==> src/source/pktgen_pkg.sv <==
// Shared widths, control register map, flow definition layout
// and framer FSM states for the packet generator
package pktgen_pkg;

    // Control port
    localparam int DATA_W         = 32;
    localparam int ADDR_W         = 5;

    // Output stream and flow table
    localparam int BEAT_BYTES     = 8;
    localparam int MAX_FLOWS      = 16;
    localparam int FLOW_ID_W      = 4;
    localparam int LEN_W          = 14;
    localparam int TX_CNT_W       = 28;
    localparam int CNT_W          = 64;

    // Staging words per flow definition, and their index width
    localparam int FLOW_DEF_WORDS = 5;
    localparam int WORD_IDX_W     = 3;

    // Ethernet header is DA, SA, EtherType
    localparam int HDR_BYTES      = 14;
    localparam int HDR_IDX_W      = 4;

    localparam logic [DATA_W-1:0] PKTGEN_ID = 32'h5047_0001;

    typedef struct packed {
        logic [47:0]      mac_da;
        logic [47:0]      mac_sa;
        logic [15:0]      ether_type;
        logic [LEN_W-1:0] pkt_len;
        logic [7:0]       payload_value;
    } flow_def_t;

    localparam int FLOW_DEF_BITS = $bits(flow_def_t);

    typedef enum logic [ADDR_W-1:0] {
        ADDR_ID,
        ADDR_TX_CON,
        ADDR_FLOW_CON,
        ADDR_CNTR_CON,
        ADDR_PKT_CNT0,
        ADDR_PKT_CNT1,
        ADDR_BYTE_CNT0,
        ADDR_BYTE_CNT1,
        ADDR_FLOW_DATA0,
        ADDR_FLOW_DATA1,
        ADDR_FLOW_DATA2,
        ADDR_FLOW_DATA3,
        ADDR_FLOW_DATA4
    } reg_addr_e;

    typedef enum logic [1:0] {
        IDLE,
        LOAD,
        HEADER,
        PAYLOAD
    } framer_state_e;

endpackage

==> src/source/pktgen_regs.sv <==
// Control port register block with flow staging words,
// commit and sample pulses and registered readback
`timescale 1ns/1ps

module pktgen_regs
    import pktgen_pkg::*;
(
    input  logic                 avmm_clk_ifc,
    input  logic                 rst_n,
    input  logic [ADDR_W-1:0]    address,
    input  logic                 write,
    input  logic [DATA_W-1:0]    writedata,
    input  logic                 read,
    output logic [DATA_W-1:0]    readdata,
    output logic                 readdatavalid,
    output logic                 tx_enable,
    output logic                 tx_finite,
    output logic [TX_CNT_W-1:0]  tx_count,
    output logic [FLOW_ID_W-1:0] last_flow,
    output logic                 flow_wr,
    output logic [FLOW_ID_W-1:0] flow_wr_id,
    output flow_def_t            flow_wr_data,
    output logic                 cnt_sample,
    input  logic [CNT_W-1:0]     pkt_snap,
    input  logic [CNT_W-1:0]     byte_snap
);

    logic [DATA_W-1:0]                flow_words [FLOW_DEF_WORDS];
    logic [FLOW_DEF_WORDS*DATA_W-1:0] stage_vec;
    logic                             is_flow_data;
    logic [WORD_IDX_W-1:0]            word_idx;
    logic [DATA_W-1:0]                rd_mux;

    assign is_flow_data = (address >= ADDR_FLOW_DATA0) && (address <= ADDR_FLOW_DATA4);
    assign word_idx     = WORD_IDX_W'(address - ADDR_FLOW_DATA0);

    ////////////////////////////////////////
    // Control registers and pulses
    ////////////////////////////////////////

    always_ff @(posedge avmm_clk_ifc or negedge rst_n) begin
        if (!rst_n) begin
            tx_enable  <= 1'b0;
            tx_finite  <= 1'b0;
            tx_count   <= '0;
            last_flow  <= '0;
            flow_wr    <= 1'b0;
            flow_wr_id <= '0;
            cnt_sample <= 1'b0;
        end else begin
            flow_wr    <= 1'b0;
            cnt_sample <= 1'b0;
            if (write) begin
                case (address)
                    ADDR_TX_CON: begin
                        tx_enable <= writedata[0];
                        tx_finite <= writedata[1];
                        tx_count  <= writedata[31:4];
                    end
                    ADDR_FLOW_CON: begin
                        last_flow <= writedata[19:16];
                        if (writedata[0]) begin
                            flow_wr    <= 1'b1;
                            flow_wr_id <= writedata[11:8];
                        end
                    end
                    ADDR_CNTR_CON: cnt_sample <= writedata[0];
                    default: ;
                endcase
            end
        end
    end

    // Staging words, word 0 is the top of the definition
    always_ff @(posedge avmm_clk_ifc) begin
        if (write && is_flow_data) begin
            flow_words[word_idx] <= writedata;
        end
    end

    always_comb begin
        for (int i = 0; i < FLOW_DEF_WORDS; i++) begin
            stage_vec[DATA_W*(FLOW_DEF_WORDS-1-i) +: DATA_W] = flow_words[i];
        end
    end

    assign flow_wr_data = flow_def_t'(stage_vec >> (FLOW_DEF_WORDS*DATA_W - FLOW_DEF_BITS));

    ////////////////////////////////////////
    // Readback
    ////////////////////////////////////////

    always_comb begin
        rd_mux = '0;
        case (address)
            ADDR_ID:        rd_mux = PKTGEN_ID;
            ADDR_TX_CON:    rd_mux = {tx_count, 2'b00, tx_finite, tx_enable};
            ADDR_FLOW_CON:  rd_mux = {12'h000, last_flow, 4'h0, flow_wr_id, 8'h00};
            ADDR_PKT_CNT0:  rd_mux = pkt_snap[DATA_W-1:0];
            ADDR_PKT_CNT1:  rd_mux = pkt_snap[CNT_W-1:DATA_W];
            ADDR_BYTE_CNT0: rd_mux = byte_snap[DATA_W-1:0];
            ADDR_BYTE_CNT1: rd_mux = byte_snap[CNT_W-1:DATA_W];
            default: begin
                if (is_flow_data) begin
                    rd_mux = flow_words[word_idx];
                end
            end
        endcase
    end

    always_ff @(posedge avmm_clk_ifc or negedge rst_n) begin
        if (!rst_n) begin
            readdata      <= '0;
            readdatavalid <= 1'b0;
        end else begin
            readdatavalid <= read;
            if (read) begin
                readdata <= rd_mux;
            end
        end
    end

    // Host never issues both strobes in one cycle
    assert property (@(posedge avmm_clk_ifc) disable iff (!rst_n) !(read && write))
        else $error("read and write strobes in the same cycle");

endmodule

==> src/source/pktgen_flow_table.sv <==
// Flow definition memory, one write port and one registered read port
`timescale 1ns/1ps

module pktgen_flow_table
    import pktgen_pkg::*;
(
    input  logic                 avmm_clk_ifc,
    input  logic                 flow_wr,
    input  logic [FLOW_ID_W-1:0] flow_wr_id,
    input  flow_def_t            flow_wr_data,
    input  logic [FLOW_ID_W-1:0] flow_id,
    output flow_def_t            flow_rd_data
);

    flow_def_t mem [MAX_FLOWS];

    always_ff @(posedge avmm_clk_ifc) begin
        if (flow_wr) begin
            mem[flow_wr_id] <= flow_wr_data;
        end
    end

    // Read data lags the address by one cycle
    always_ff @(posedge avmm_clk_ifc) begin
        flow_rd_data <= mem[flow_id];
    end

endmodule

==> src/source/pktgen_scheduler.sv <==
// Round-robin flow scheduler with finite or continuous packet budget
`timescale 1ns/1ps

module pktgen_scheduler
    import pktgen_pkg::*;
(
    input  logic                 avmm_clk_ifc,
    input  logic                 rst_n,
    input  logic                 tx_enable,
    input  logic                 tx_finite,
    input  logic [TX_CNT_W-1:0]  tx_count,
    input  logic [FLOW_ID_W-1:0] last_flow,
    input  logic                 flow_take,
    output logic [FLOW_ID_W-1:0] flow_id,
    output logic                 flow_valid
);

    logic                tx_enable_q;
    logic                id_stable;
    logic                start;
    logic                has_budget;
    logic [TX_CNT_W-1:0] budget;

    assign start      = tx_enable && !tx_enable_q;
    assign has_budget = !tx_finite || (budget != '0);

    // Offer only once the table read has caught up with flow_id
    assign flow_valid = tx_enable && tx_enable_q && id_stable && has_budget;

    always_ff @(posedge avmm_clk_ifc or negedge rst_n) begin
        if (!rst_n) begin
            tx_enable_q <= 1'b0;
            id_stable   <= 1'b0;
            flow_id     <= '0;
            budget      <= '0;
        end else begin
            tx_enable_q <= tx_enable;
            id_stable   <= 1'b1;
            if (start) begin
                budget    <= tx_count;
                flow_id   <= '0;
                id_stable <= 1'b0;
            end else if (flow_take) begin
                flow_id   <= (flow_id >= last_flow) ? '0 : flow_id + 1'b1;
                id_stable <= 1'b0;
                if (tx_finite) begin
                    budget <= budget - 1'b1;
                end
            end
        end
    end

    // Round robin stays inside the programmed flow range
    assert property (@(posedge avmm_clk_ifc) disable iff (!rst_n)
        flow_valid |-> flow_id <= last_flow)
        else $error("flow_id %0d beyond last_flow %0d", flow_id, last_flow);

endmodule

==> src/source/pktgen_framer.sv <==
// Frame builder, one flow definition into 8-byte stream beats
// with Ethernet header first and fill byte payload after
`timescale 1ns/1ps

module pktgen_framer
    import pktgen_pkg::*;
(
    input  logic                    avmm_clk_ifc,
    input  logic                    rst_n,
    input  logic                    flow_valid,
    input  logic [FLOW_ID_W-1:0]    flow_id,
    input  flow_def_t               flow_rd_data,
    output logic                    flow_take,
    output logic                    out_valid,
    input  logic                    out_ready,
    output logic [8*BEAT_BYTES-1:0] out_data,
    output logic [BEAT_BYTES-1:0]   out_keep,
    output logic                    out_last,
    output logic [FLOW_ID_W-1:0]    out_user
);

    framer_state_e          state;
    flow_def_t              def_q;
    logic [FLOW_ID_W-1:0]   user_q;
    logic [8*HDR_BYTES-1:0] hdr_be;
    logic [7:0]             hdr_q [HDR_BYTES];
    logic [7:0]             fill_q;
    logic [LEN_W-1:0]       byte_pos;
    logic [LEN_W-1:0]       bytes_left;
    logic                   beat_acc;

    assign flow_take = (state == IDLE) && flow_valid;
    assign out_valid = (state == HEADER) || (state == PAYLOAD);
    assign out_last  = bytes_left <= LEN_W'(BEAT_BYTES);
    assign out_user  = user_q;
    assign beat_acc  = out_valid && out_ready;
    assign hdr_be    = {def_q.mac_da, def_q.mac_sa, def_q.ether_type};

    ////////////////////////////////////////
    // Packet FSM
    ////////////////////////////////////////

    always_ff @(posedge avmm_clk_ifc or negedge rst_n) begin
        if (!rst_n) begin
            state      <= IDLE;
            byte_pos   <= '0;
            bytes_left <= '0;
        end else begin
            case (state)
                IDLE: begin
                    if (flow_take) begin
                        state <= LOAD;
                    end
                end
                LOAD: begin
                    byte_pos   <= '0;
                    bytes_left <= def_q.pkt_len;
                    state      <= HEADER;
                end
                HEADER, PAYLOAD: begin
                    if (beat_acc) begin
                        if (out_last) begin
                            state <= IDLE;
                        end else begin
                            byte_pos   <= byte_pos + LEN_W'(BEAT_BYTES);
                            bytes_left <= bytes_left - LEN_W'(BEAT_BYTES);
                            if (byte_pos + LEN_W'(BEAT_BYTES) >= LEN_W'(HDR_BYTES)) begin
                                state <= PAYLOAD;
                            end
                        end
                    end
                end
                default: state <= IDLE;
            endcase
        end
    end

    // Definition latch and header byte order, MSB of DA goes first
    always_ff @(posedge avmm_clk_ifc) begin
        if (flow_take) begin
            def_q  <= flow_rd_data;
            user_q <= flow_id;
        end
        if (state == LOAD) begin
            for (int i = 0; i < HDR_BYTES; i++) begin
                hdr_q[i] <= hdr_be[8*(HDR_BYTES-1-i) +: 8];
            end
            fill_q <= def_q.payload_value;
        end
    end

    ////////////////////////////////////////
    // Beat assembly
    ////////////////////////////////////////

    always_comb begin
        logic [HDR_IDX_W-1:0] hdr_idx;
        out_data = '0;
        for (int b = 0; b < BEAT_BYTES; b++) begin
            hdr_idx     = byte_pos[HDR_IDX_W-1:0] + HDR_IDX_W'(b);
            out_keep[b] = bytes_left > LEN_W'(b);
            if (!out_keep[b]) begin
                out_data[8*b +: 8] = 8'h00;
            end else if ((state == HEADER) && (hdr_idx < HDR_IDX_W'(HDR_BYTES))) begin
                out_data[8*b +: 8] = hdr_q[hdr_idx];
            end else begin
                out_data[8*b +: 8] = fill_q;
            end
        end
    end

    // Stalled beat holds until the sink takes it
    assert property (@(posedge avmm_clk_ifc) disable iff (!rst_n)
        out_valid && !out_ready |=>
            out_valid && $stable(out_data) && $stable(out_keep) && $stable(out_last))
        else $error("stream beat changed under back-pressure");

endmodule

==> src/source/pktgen_counters.sv <==
// Total packet and byte counters with snapshot on sample
`timescale 1ns/1ps

module pktgen_counters
    import pktgen_pkg::*;
(
    input  logic                  avmm_clk_ifc,
    input  logic                  rst_n,
    input  logic                  out_valid,
    input  logic                  out_ready,
    input  logic                  out_last,
    input  logic [BEAT_BYTES-1:0] out_keep,
    input  logic                  cnt_sample,
    output logic [CNT_W-1:0]      pkt_snap,
    output logic [CNT_W-1:0]      byte_snap
);

    logic [CNT_W-1:0] pkt_cnt;
    logic [CNT_W-1:0] byte_cnt;

    always_ff @(posedge avmm_clk_ifc or negedge rst_n) begin
        if (!rst_n) begin
            pkt_cnt   <= '0;
            byte_cnt  <= '0;
            pkt_snap  <= '0;
            byte_snap <= '0;
        end else begin
            if (out_valid && out_ready) begin
                byte_cnt <= byte_cnt + CNT_W'($countones(out_keep));
                if (out_last) begin
                    pkt_cnt <= pkt_cnt + 1'b1;
                end
            end
            // Snapshot takes the live counts before this cycle's beat
            if (cnt_sample) begin
                pkt_snap  <= pkt_cnt;
                byte_snap <= byte_cnt;
            end
        end
    end

endmodule

==> src/source/pktgen_top.sv <==
// Packet generator top level, registers, flow table, scheduler,
// framer and counters
`timescale 1ns/1ps

module pktgen_top
    import pktgen_pkg::*;
(
    input  logic                    avmm_clk_ifc,
    input  logic                    rst_n,
    input  logic [ADDR_W-1:0]       address,
    input  logic                    write,
    input  logic                    read,
    input  logic [DATA_W-1:0]       writedata,
    output logic [DATA_W-1:0]       readdata,
    output logic                    readdatavalid,
    output logic                    out_valid,
    input  logic                    out_ready,
    output logic [8*BEAT_BYTES-1:0] out_data,
    output logic [BEAT_BYTES-1:0]   out_keep,
    output logic                    out_last,
    output logic [FLOW_ID_W-1:0]    out_user
);

    // Register block to datapath
    logic                 tx_enable;
    logic                 tx_finite;
    logic [TX_CNT_W-1:0]  tx_count;
    logic [FLOW_ID_W-1:0] last_flow;
    logic                 flow_wr;
    logic [FLOW_ID_W-1:0] flow_wr_id;
    flow_def_t            flow_wr_data;
    logic                 cnt_sample;
    logic [CNT_W-1:0]     pkt_snap;
    logic [CNT_W-1:0]     byte_snap;

    // Scheduler, table and framer
    logic [FLOW_ID_W-1:0] flow_id;
    logic                 flow_valid;
    logic                 flow_take;
    flow_def_t            flow_rd_data;

    pktgen_regs pktgen_regs_i (.*);

    pktgen_flow_table pktgen_flow_table_i (.*);

    pktgen_scheduler pktgen_scheduler_i (.*);

    pktgen_framer pktgen_framer_i (.*);

    pktgen_counters pktgen_counters_i (.*);

endmodule

==> config.mk <==
export PLATFORM = sky130hd
export DESIGN_NAME = pktgen_top
export DESIGN_NICKNAME = d
export VERILOG_FILES = /design/src/source/pktgen_pkg.sv /design/src/source/pktgen_regs.sv /design/src/source/pktgen_flow_table.sv /design/src/source/pktgen_scheduler.sv /design/src/source/pktgen_framer.sv /design/src/source/pktgen_counters.sv /design/src/source/pktgen_top.sv
export SDC_FILE = /design/constraint.sdc
export NUM_CORES = 2
export LEC_CHECK = 0
export BUFFER_PORTS_ARGS = -buffer_cell sky130_fd_sc_hd__buf_4
export CORE_MARGIN = 4
export CORE_UTILIZATION = 30
export CTS_BUF_LIST = sky130_fd_sc_hd__clkbuf_8
export DETAILED_ROUTE_END_ITERATION = 10
export GPL_TIMING_DRIVEN = 0
export PLACE_DENSITY = 0.54
export SETUP_SLACK_MARGIN = 0.5
export SLEW_MARGIN = 10
export SYNTH_ARGS = -nofsm -noshare
export SYNTH_HDL_FRONTEND = slang
export SYNTH_SLANG_ARGS = --single-unit
==> constraint.sdc <==
create_clock -name avmm_clk_ifc -period 11.36 [get_ports avmm_clk_ifc]
set_input_delay 0.568 -clock avmm_clk_ifc [delete_from_list [all_inputs] [get_ports avmm_clk_ifc]]
set_output_delay 0.568 -clock avmm_clk_ifc [all_outputs]
set_load 0.01 [all_outputs]
# Yosys cells after proc, flatten, opt, wreduce, memory -nomap -nowiden
# Memories as Yosys holds them, arrays and structs flattened. A register that Yosys moved wholly into a read port is not among the register bits.
# Cells that the tools add are included.
word_totals:
  register_bits: 539
  ramBits: 2416
  input_bits: 42
  output_inout_bits: 111
  wordCells: 168
  mem_count: 3
classes:
  addsub: 21
  order_cmp: 21
  n_eq_ne: 14
  muxes: 48
  n_reduce_logical: 34
mem_list:
  columns: ["name", "words", "word_bits", "read_ports", "rd_clocked_by_memory_dff", "write_ports", "line", "rtl"]
  rows:
  - ["pktgen_flow_table_i.mem", 16, 134, 1, 1, 1, "pktgen_flow_table.sv:15", "flow_def_t mem [MAX_FLOWS];"]
  - ["pktgen_regs_i.flow_words", 5, 32, 6, 0, 1, "pktgen_regs.sv:28", "logic [DATA_W-1:0] flow_words [FLOW_DEF_WORDS];"]
  - ["pktgen_framer_i.hdr_q", 14, 8, 8, 0, 14, "pktgen_framer.sv:26", "logic [7:0] hdr_q [HDR_BYTES];"]
ops:
  columns: ["op", "count"]
  rows:
  - ["case mux 32 bit (7 select lines)", 1]
  - ["2-to-1 mux 8 bit", 16]
  - ["adder 32 bit", 3]
  - ["2-to-1 mux 28 bit", 3]
  - ["adder 64 x 1 -> 64 bit (second input constant)", 1]
  - ["adder 64 bit", 1]
  - ["greater-than comparator 14 x 3 -> 1 bit (second input constant)", 4]
  - ["2-to-1 mux 14 bit", 4]
  - ["case mux 14 bit (2 select lines)", 2]
  - ["less-than comparator 4 bit (second input constant)", 8]
  - ["2-to-1 mux 32 bit", 1]
  - ["greater-than comparator 14 x 1 -> 1 bit (second input constant)", 2]
  - ["greater-than comparator 14 x 2 -> 1 bit (second input constant)", 2]
  - ["nonzero test 28 bit", 1]
  - ["subtractor 28 x 1 -> 28 bit (second input constant)", 1]
  - ["== test 5 x 3 -> 1 bit (second input constant)", 4]
  - ["adder 4 x 3 -> 4 bit (second input constant)", 4]
  - ["logical AND 1 bit", 16]
  - ["adder 14 x 4 -> 14 bit (second input constant)", 1]
  - [">= comparator 14 x 4 -> 1 bit (second input constant)", 1]
  - ["less-or-equal comparator 14 x 4 -> 1 bit (second input constant)", 1]
  - ["subtractor 14 x 4 -> 14 bit (second input constant)", 1]
  - ["2-to-1 mux 1 bit", 13]
  - ["2-to-1 mux 4 bit", 3]
  - ["24 further kinds", 44]

# Longest topological paths before layout
logic_depth:
  word_depth: 6
  ltp_mapped: 22
  depth_no_buf: 20

# Cells and area by module
# A second synthesis with hierarchy kept.
unflattened:
  cells_unflattened: 5930
  hier_area_um2: 117253.7
by_module_without_submodules:
  columns: ["mod", "n_inst", "cells_each", "area_each_um2", "seq_area_each_um2"]
  rows:
  - ["pktgen_flow_table", 1, 3512, 83286.1, 67064.3]
  - ["pktgen_counters", 1, 869, 10954.3, 6406.1]
  - ["pktgen_framer", 1, 643, 10691.5, 8423.1]
  - ["pktgen_regs", 1, 697, 10302.4, 6631.4]
  - ["pktgen_scheduler", 1, 209, 2019.4, 850.8]

# Worst setup path after synthesis
# OpenSTA, ideal clock, no wires.
synth_timing:
  kind: "reg2reg"
  startpoint: "register pktgen_regs_i.flow_wr_id[0]"
  endpoint: "memory pktgen_flow_table_i.mem[0][0] (netlist bit), enable pin"
  setup_ns: 0.791
  arrival_ns: 9.959
  required_time_ns: 10.569
  setup_slack_ns: 0.610
  stages_incl_launch_ff: 3
  path_buffers: 0
  period_less_slack_ns: 10.750
  path_cell_list: "dfrtp_1 or3b_2 nor3_1"
synth_lines:
  columns: ["item", "line", "rtl"]
  rows:
  - ["start, declared", "pktgen_regs.sv:21", "output logic [FLOW_ID_W-1:0] flow_wr_id,"]
  - ["start signal, assigned", "pktgen_regs.sv:64", "flow_wr_id <= writedata[11:8];"]
  - ["end, declared", "pktgen_flow_table.sv:15", null]
# No word-level cell before the write port.

# Final worst setup path
layout_timing:
  startpoint: "register pktgen_framer_i.bytes_left[9]"
  endpoint: "register pktgen_counters_i.byte_cnt[55]"
layout_between:
  elab_chain_len: 5
  word_cells_on_any_way: 16
  classes_between: "add/sub (8); order compare (8)"
layout_lines:
  columns: ["item", "line", "rtl"]
  rows:
  - ["start, declared", "pktgen_framer.sv:29", "logic [LEN_W-1:0] bytes_left;"]
  - ["start signal, assigned", "pktgen_framer.sv:57", "bytes_left <= def_q.pkt_len;"]
  - ["start signal, assigned", "pktgen_framer.sv:66", "bytes_left <= bytes_left - LEN_W'(BEAT_BYTES);"]
  - ["greater-than comparator 14 x 1 -> 1 bit (tied with other cells)", "pktgen_framer.sv:101", "out_keep[b] = bytes_left > LEN_W'(b);"]
  - ["adder 1 x 1 -> 2 bit (implied by the code)", "pktgen_counters.sv:29", "byte_cnt <= byte_cnt + CNT_W'($countones(out_keep));"]
  - ["adder 32 bit (implied by the code)", "pktgen_counters.sv:29", null]
  - ["adder 32 bit (implied by the code) *", "pktgen_counters.sv:29", null]
  - ["adder 64 bit *", "pktgen_counters.sv:29", null]
  - ["end signal, assigned", "pktgen_counters.sv:29", null]
  - ["end, declared", "pktgen_counters.sv:19", "logic [CNT_W-1:0] byte_cnt;"]
# Every way passes the cells marked *; elsewhere a longest branch is shown, timed or not.
# A chain may end at the register's enable or synchronous reset.

==> results.yml <==
timing:
  clock_skew_ns: 0.0906
  max_clock_freq_ghz: 0.110
  hold_viol_final: 0
  worst_pin_slew_ns: 1.30
  period_needed_ns: 9.06
  fin_crit_sh_pct: 79.7
  max_slew_margin_pct: 12.8
  setup_violations: 0
  rsz0062_at_grt: "false"
  maxSlewViolCount: 0
  holdWs_ns: 0.105
  fin_tns_setup_ns: 0
cts:
  cts_made_buffers: 477
  htree_levels: 5
  numClockSinks: 3086
  clk_latency_ns: 1.04
  clock_path_buffers: 4
  cts-root-buf: "clkbuf_8"
  path_clk_slew_ns: 0.07
  ctsResizeCount: 0
  cts_tree: "built"
logic_synthesis:
  synth_nets: 5705
  yosysWarnings: 0
  synth_edf_count: 2562
  ys_seq_elements: 3086
  avgSynthCellArea_um2: 20.7
  syn_area_um2: 117000
  synth-async-reset-ratio_pct: 12.6
  ys_types: 77
  seq_area_frac_synth_pct: 76.7
  synthFlopType: "edfxtp_1"
  netlist_instances: 5637
placement:
  place_inst: 11194
  hpwl_um: 255000
  gp_congestion: 0.894
  io_buffers: 152
worst_setup_path:
  reg2regPathDepth: 22
  cpPeakStageDelay_ns: 0.90
  critPathRequiredTime_ns: 12.27
  endpoint_kind: "flop"
  crit_chain: "or4_1 > clkbuf_1 > nor4_4 > inv_2 > nor2_2 > inv_2 > a21oi_4 > inv_1 > ha_1 > inv_1 > fa_1 > fa_1 > inv_1 > ha_1 > fa_1 > ha_1 > nand2_1 > o21ai_0 > nand4_1 > clkbuf_1 > nor4_1 > xor2_1"
  crit_arrival_ns: 9.97
  path_max_fanout: 10
  crit_path_top_delay_cell: "nor2_2"
  start_kind: "flop"
  crit_type: "reg2reg"
layout:
  finalNonFillerCells: 12137
  drive_gt1_share_pct: 27.7
  fin_nets: 6606
  finish.utilization_pct: 35.7
  area_delta_synth_final_pct: 18.3
power:
  seq_power_share_pct: 55.5
  ir_worst_vdd_v: 0.0000907
  p_int_w: 0.0172
  cellPowerDensity_nw_per_um2: 163
  swShare_pct: 23.5
  leakage_nw: 45.5
  combinationalPowerShare_pct: 4.9
  switching_power_w: 0.00529
  clockPowerShare_pct: 39.6
route:
  routedWlPerCell_um: 29.9
  vias_per_cell: 5.16
  antenna_left: 0
  drt_iter0_markers: 8509
  drt_wl_total_um: 363000
  route.detailed.drc: 0
  vias: 62665
  first_pass_iters: 6
floorplan:
  rows: 228
  ios: 153
  fp.dieW_um: 631
  die_area_um2: 399000
  die_height_um: 631
  core_area_um2: 386000
  initial_utilization_pct: 30.2
global_routing:
  use_met1_pct: 25.5
  grt_pass1_vias: 62499
  grt_pass1_wl_um: 499000
  grt_antenna_before_repair: 53
  grt_util_met3_pct: 3.24
  grt_usage_pct: 17.7
  grt-ovfl-total: 0
  grt_max_degree: 95
  use_met2_pct: 27.2
  busiest_layer: "met2"
status:
  status: "complete, no violations"
min_path:
  hold_class: "in2async"
job:
  drv_cap: 0
## stage by stage
| step | instance area [um^2] | worst slack [ns] | total power, W |
|---|---|---|---|
| after global placement | 124000 | -13.74 | 0.0137 |
| after detailed placement | 128000 | 2.28 | 0.0138 |
| after global routing | 138000 | 2.00 | 0.0233 |
| after CTS | 138000 | 2.19 | 0.0227 |
| after floorplan | 117000 | 0.610 | 0.0131 |
| final | 138000 | 2.30 | 0.0225 |
## repair_timing
item	CTS	global route
endpoints found under the hold margin	407	0
hold buffers	39	0
buffers inserted	0	0
## power by group through the flow
stage          combinational [W]  sequential, W  clock [W]
5_1_grt                  0.00116         0.0125    0.00966
3_3_place_gp             0.00103         0.0127          0
3_5_place_dp             0.00108         0.0127          0
4_1_cts                  0.00110         0.0125    0.00913
6_report                 0.00110         0.0125    0.00893
2_1_floorplan           0.000513         0.0126          0
## synth_stat cells, drive strengths merged (8+ instances only)
library cell  count  area (um^2)
a21oi            65          333
o21ai            72          360
nor4             33          221
o22ai            11         68.8
and4             14          123
or3              17          111
a211o            16          140
o211ai           32          240
and2             12         75.1
a31oi             9         56.3
mux4            653        14700
a22oi            34          255
dfxtp           134         2680
mux2            174         1960
edfxtp         2562        76900
nor3             84          425
nand2b            8         50.1
a41oi            27          236
nor2            134          505
a211oi           71          533
a222oi           16          160
xor2             63          552
nand4            42          263
inv              64          240
nand3            75          375
mux2i           120         1200
xnor2            63          552
and3             28          175
a221o             8         80.1
clkbuf          226          848
ha               21          263
buf              63          254
nand2           139          522
a22o             21          184
dfrtp           390         9760
nor2b            39          244
## path summary, 6_finish.rpt
kind	from	end	slack, ns
worst max-delay path	pktgen_framer_i.bytes_left[9]$_DFFE_PN0P_	pktgen_counters_i.byte_cnt[55]$_DFFE_PN0P_	2.30
worst min-delay path	rst_n	pktgen_counters_i.byte_snap[43]$_DFFE_PN0P_	0.11
worst max register to register	pktgen_framer_i.bytes_left[9]$_DFFE_PN0P_	pktgen_counters_i.byte_cnt[55]$_DFFE_PN0P_	2.30
worst min register to register	pktgen_flow_table_i.flow_rd_data[67]$_DFF_P_	pktgen_framer_i.def_q[67]$_DFFE_PP_	0.38
max in group asynchronous	rst_n	pktgen_scheduler_i.flow_id[3]$_DFFE_PN0N_	10.32
min in group avmm_clk_ifc	address[4]	pktgen_regs_i.readdata[28]$_DFFE_PN0P_	0.15
## registers in the layout, indices dropped and copies added (netlist names), 8 cells and up
| name | flops |
|---|---|
| pktgen_framer_i.def_q | 134 |
| pktgen_counters_i.pkt_snap | 64 |
| pktgen_flow_table_i.flow_rd_data | 134 |
| pktgen_regs_i.flow_words | 160 |
| pktgen_framer_i.fill_q | 8 |
| pktgen_counters_i.byte_cnt | 64 |
| pktgen_framer_i.bytes_left | 14 |
| pktgen_framer_i.byte_pos | 11 |
| pktgen_flow_table_i.mem | 2144 |
| pktgen_regs_i.readdata | 32 |
| pktgen_regs_i.tx_count | 28 |
| pktgen_counters_i.pkt_cnt | 64 |
| pktgen_scheduler_i.budget | 28 |
| pktgen_framer_i.hdr_q | 112 |
| pktgen_counters_i.byte_snap | 64 |
## worst max-delay path, delay by kind of cell, from the launching register on
kind	cells	cell delay, ns
buffers and inverters	7	1.43
xor gates and xnor gates	1	0.18
adders and majority gates	6	2.43
and+or+nand+nor	6	2.88
DFF	1	0.45
AOI/OAI and AO/OA	2	1.54
## logic make-up after synthesis
kind of cell             synth area share (%)
AND/OR/NAND/NOR                          2.86
multiplexers                             15.3
buffers and inverters                    1.15
adder cells (fa/ha/maj)                 0.311
XOR/XNOR                                0.947
AO/OA/AOI/OAI                            2.72
flip-flops                               76.7
## layer usage
| metal | wire, um | vias up |
|---|---|---|
| li1 | - | 25084 |
| met2 | 165000 | 3150 |
| met5 | 145 | - |
| met1 | 155000 | 33813 |
| met4 | 12300 | 4 |
| met3 | 30900 | 614 |
## layout make-up
class                   count  area (um^2)
repair buffers            422         5350
plain buffers             289         1150
diodes                     19         47.5
inverters                  65          251
clock inverters           340         1670
well taps                5175         6470
fillers                 35928       248000
clock buffers             544         7490
flip-flops and latches   3086        89400
multi-input cells        2197        26000
## cell usage in the layout (no fill, tap or decap), drive strengths merged, types with 21 or more instances in the layout
cell type    instances
edfxtp            2562
clkbuf             779
mux4               653
buf                438
dfrtp              390
inv                285
mux2               174
nand2              139
dfxtp              134
nor2               134
mux2i              120
clkinv             104
nor3                84
nand3               75
o21ai               72
a211oi              71
a21oi               65
xnor2               63
xor2                63
nand4               42
nor2b               39
dlygate4sd3         38
a22oi               34
nor4                33
o211ai              32
and3                28
a41oi               27
a22o                21
ha                  21
Note: power is estimated with default switching activity, not from simulation.
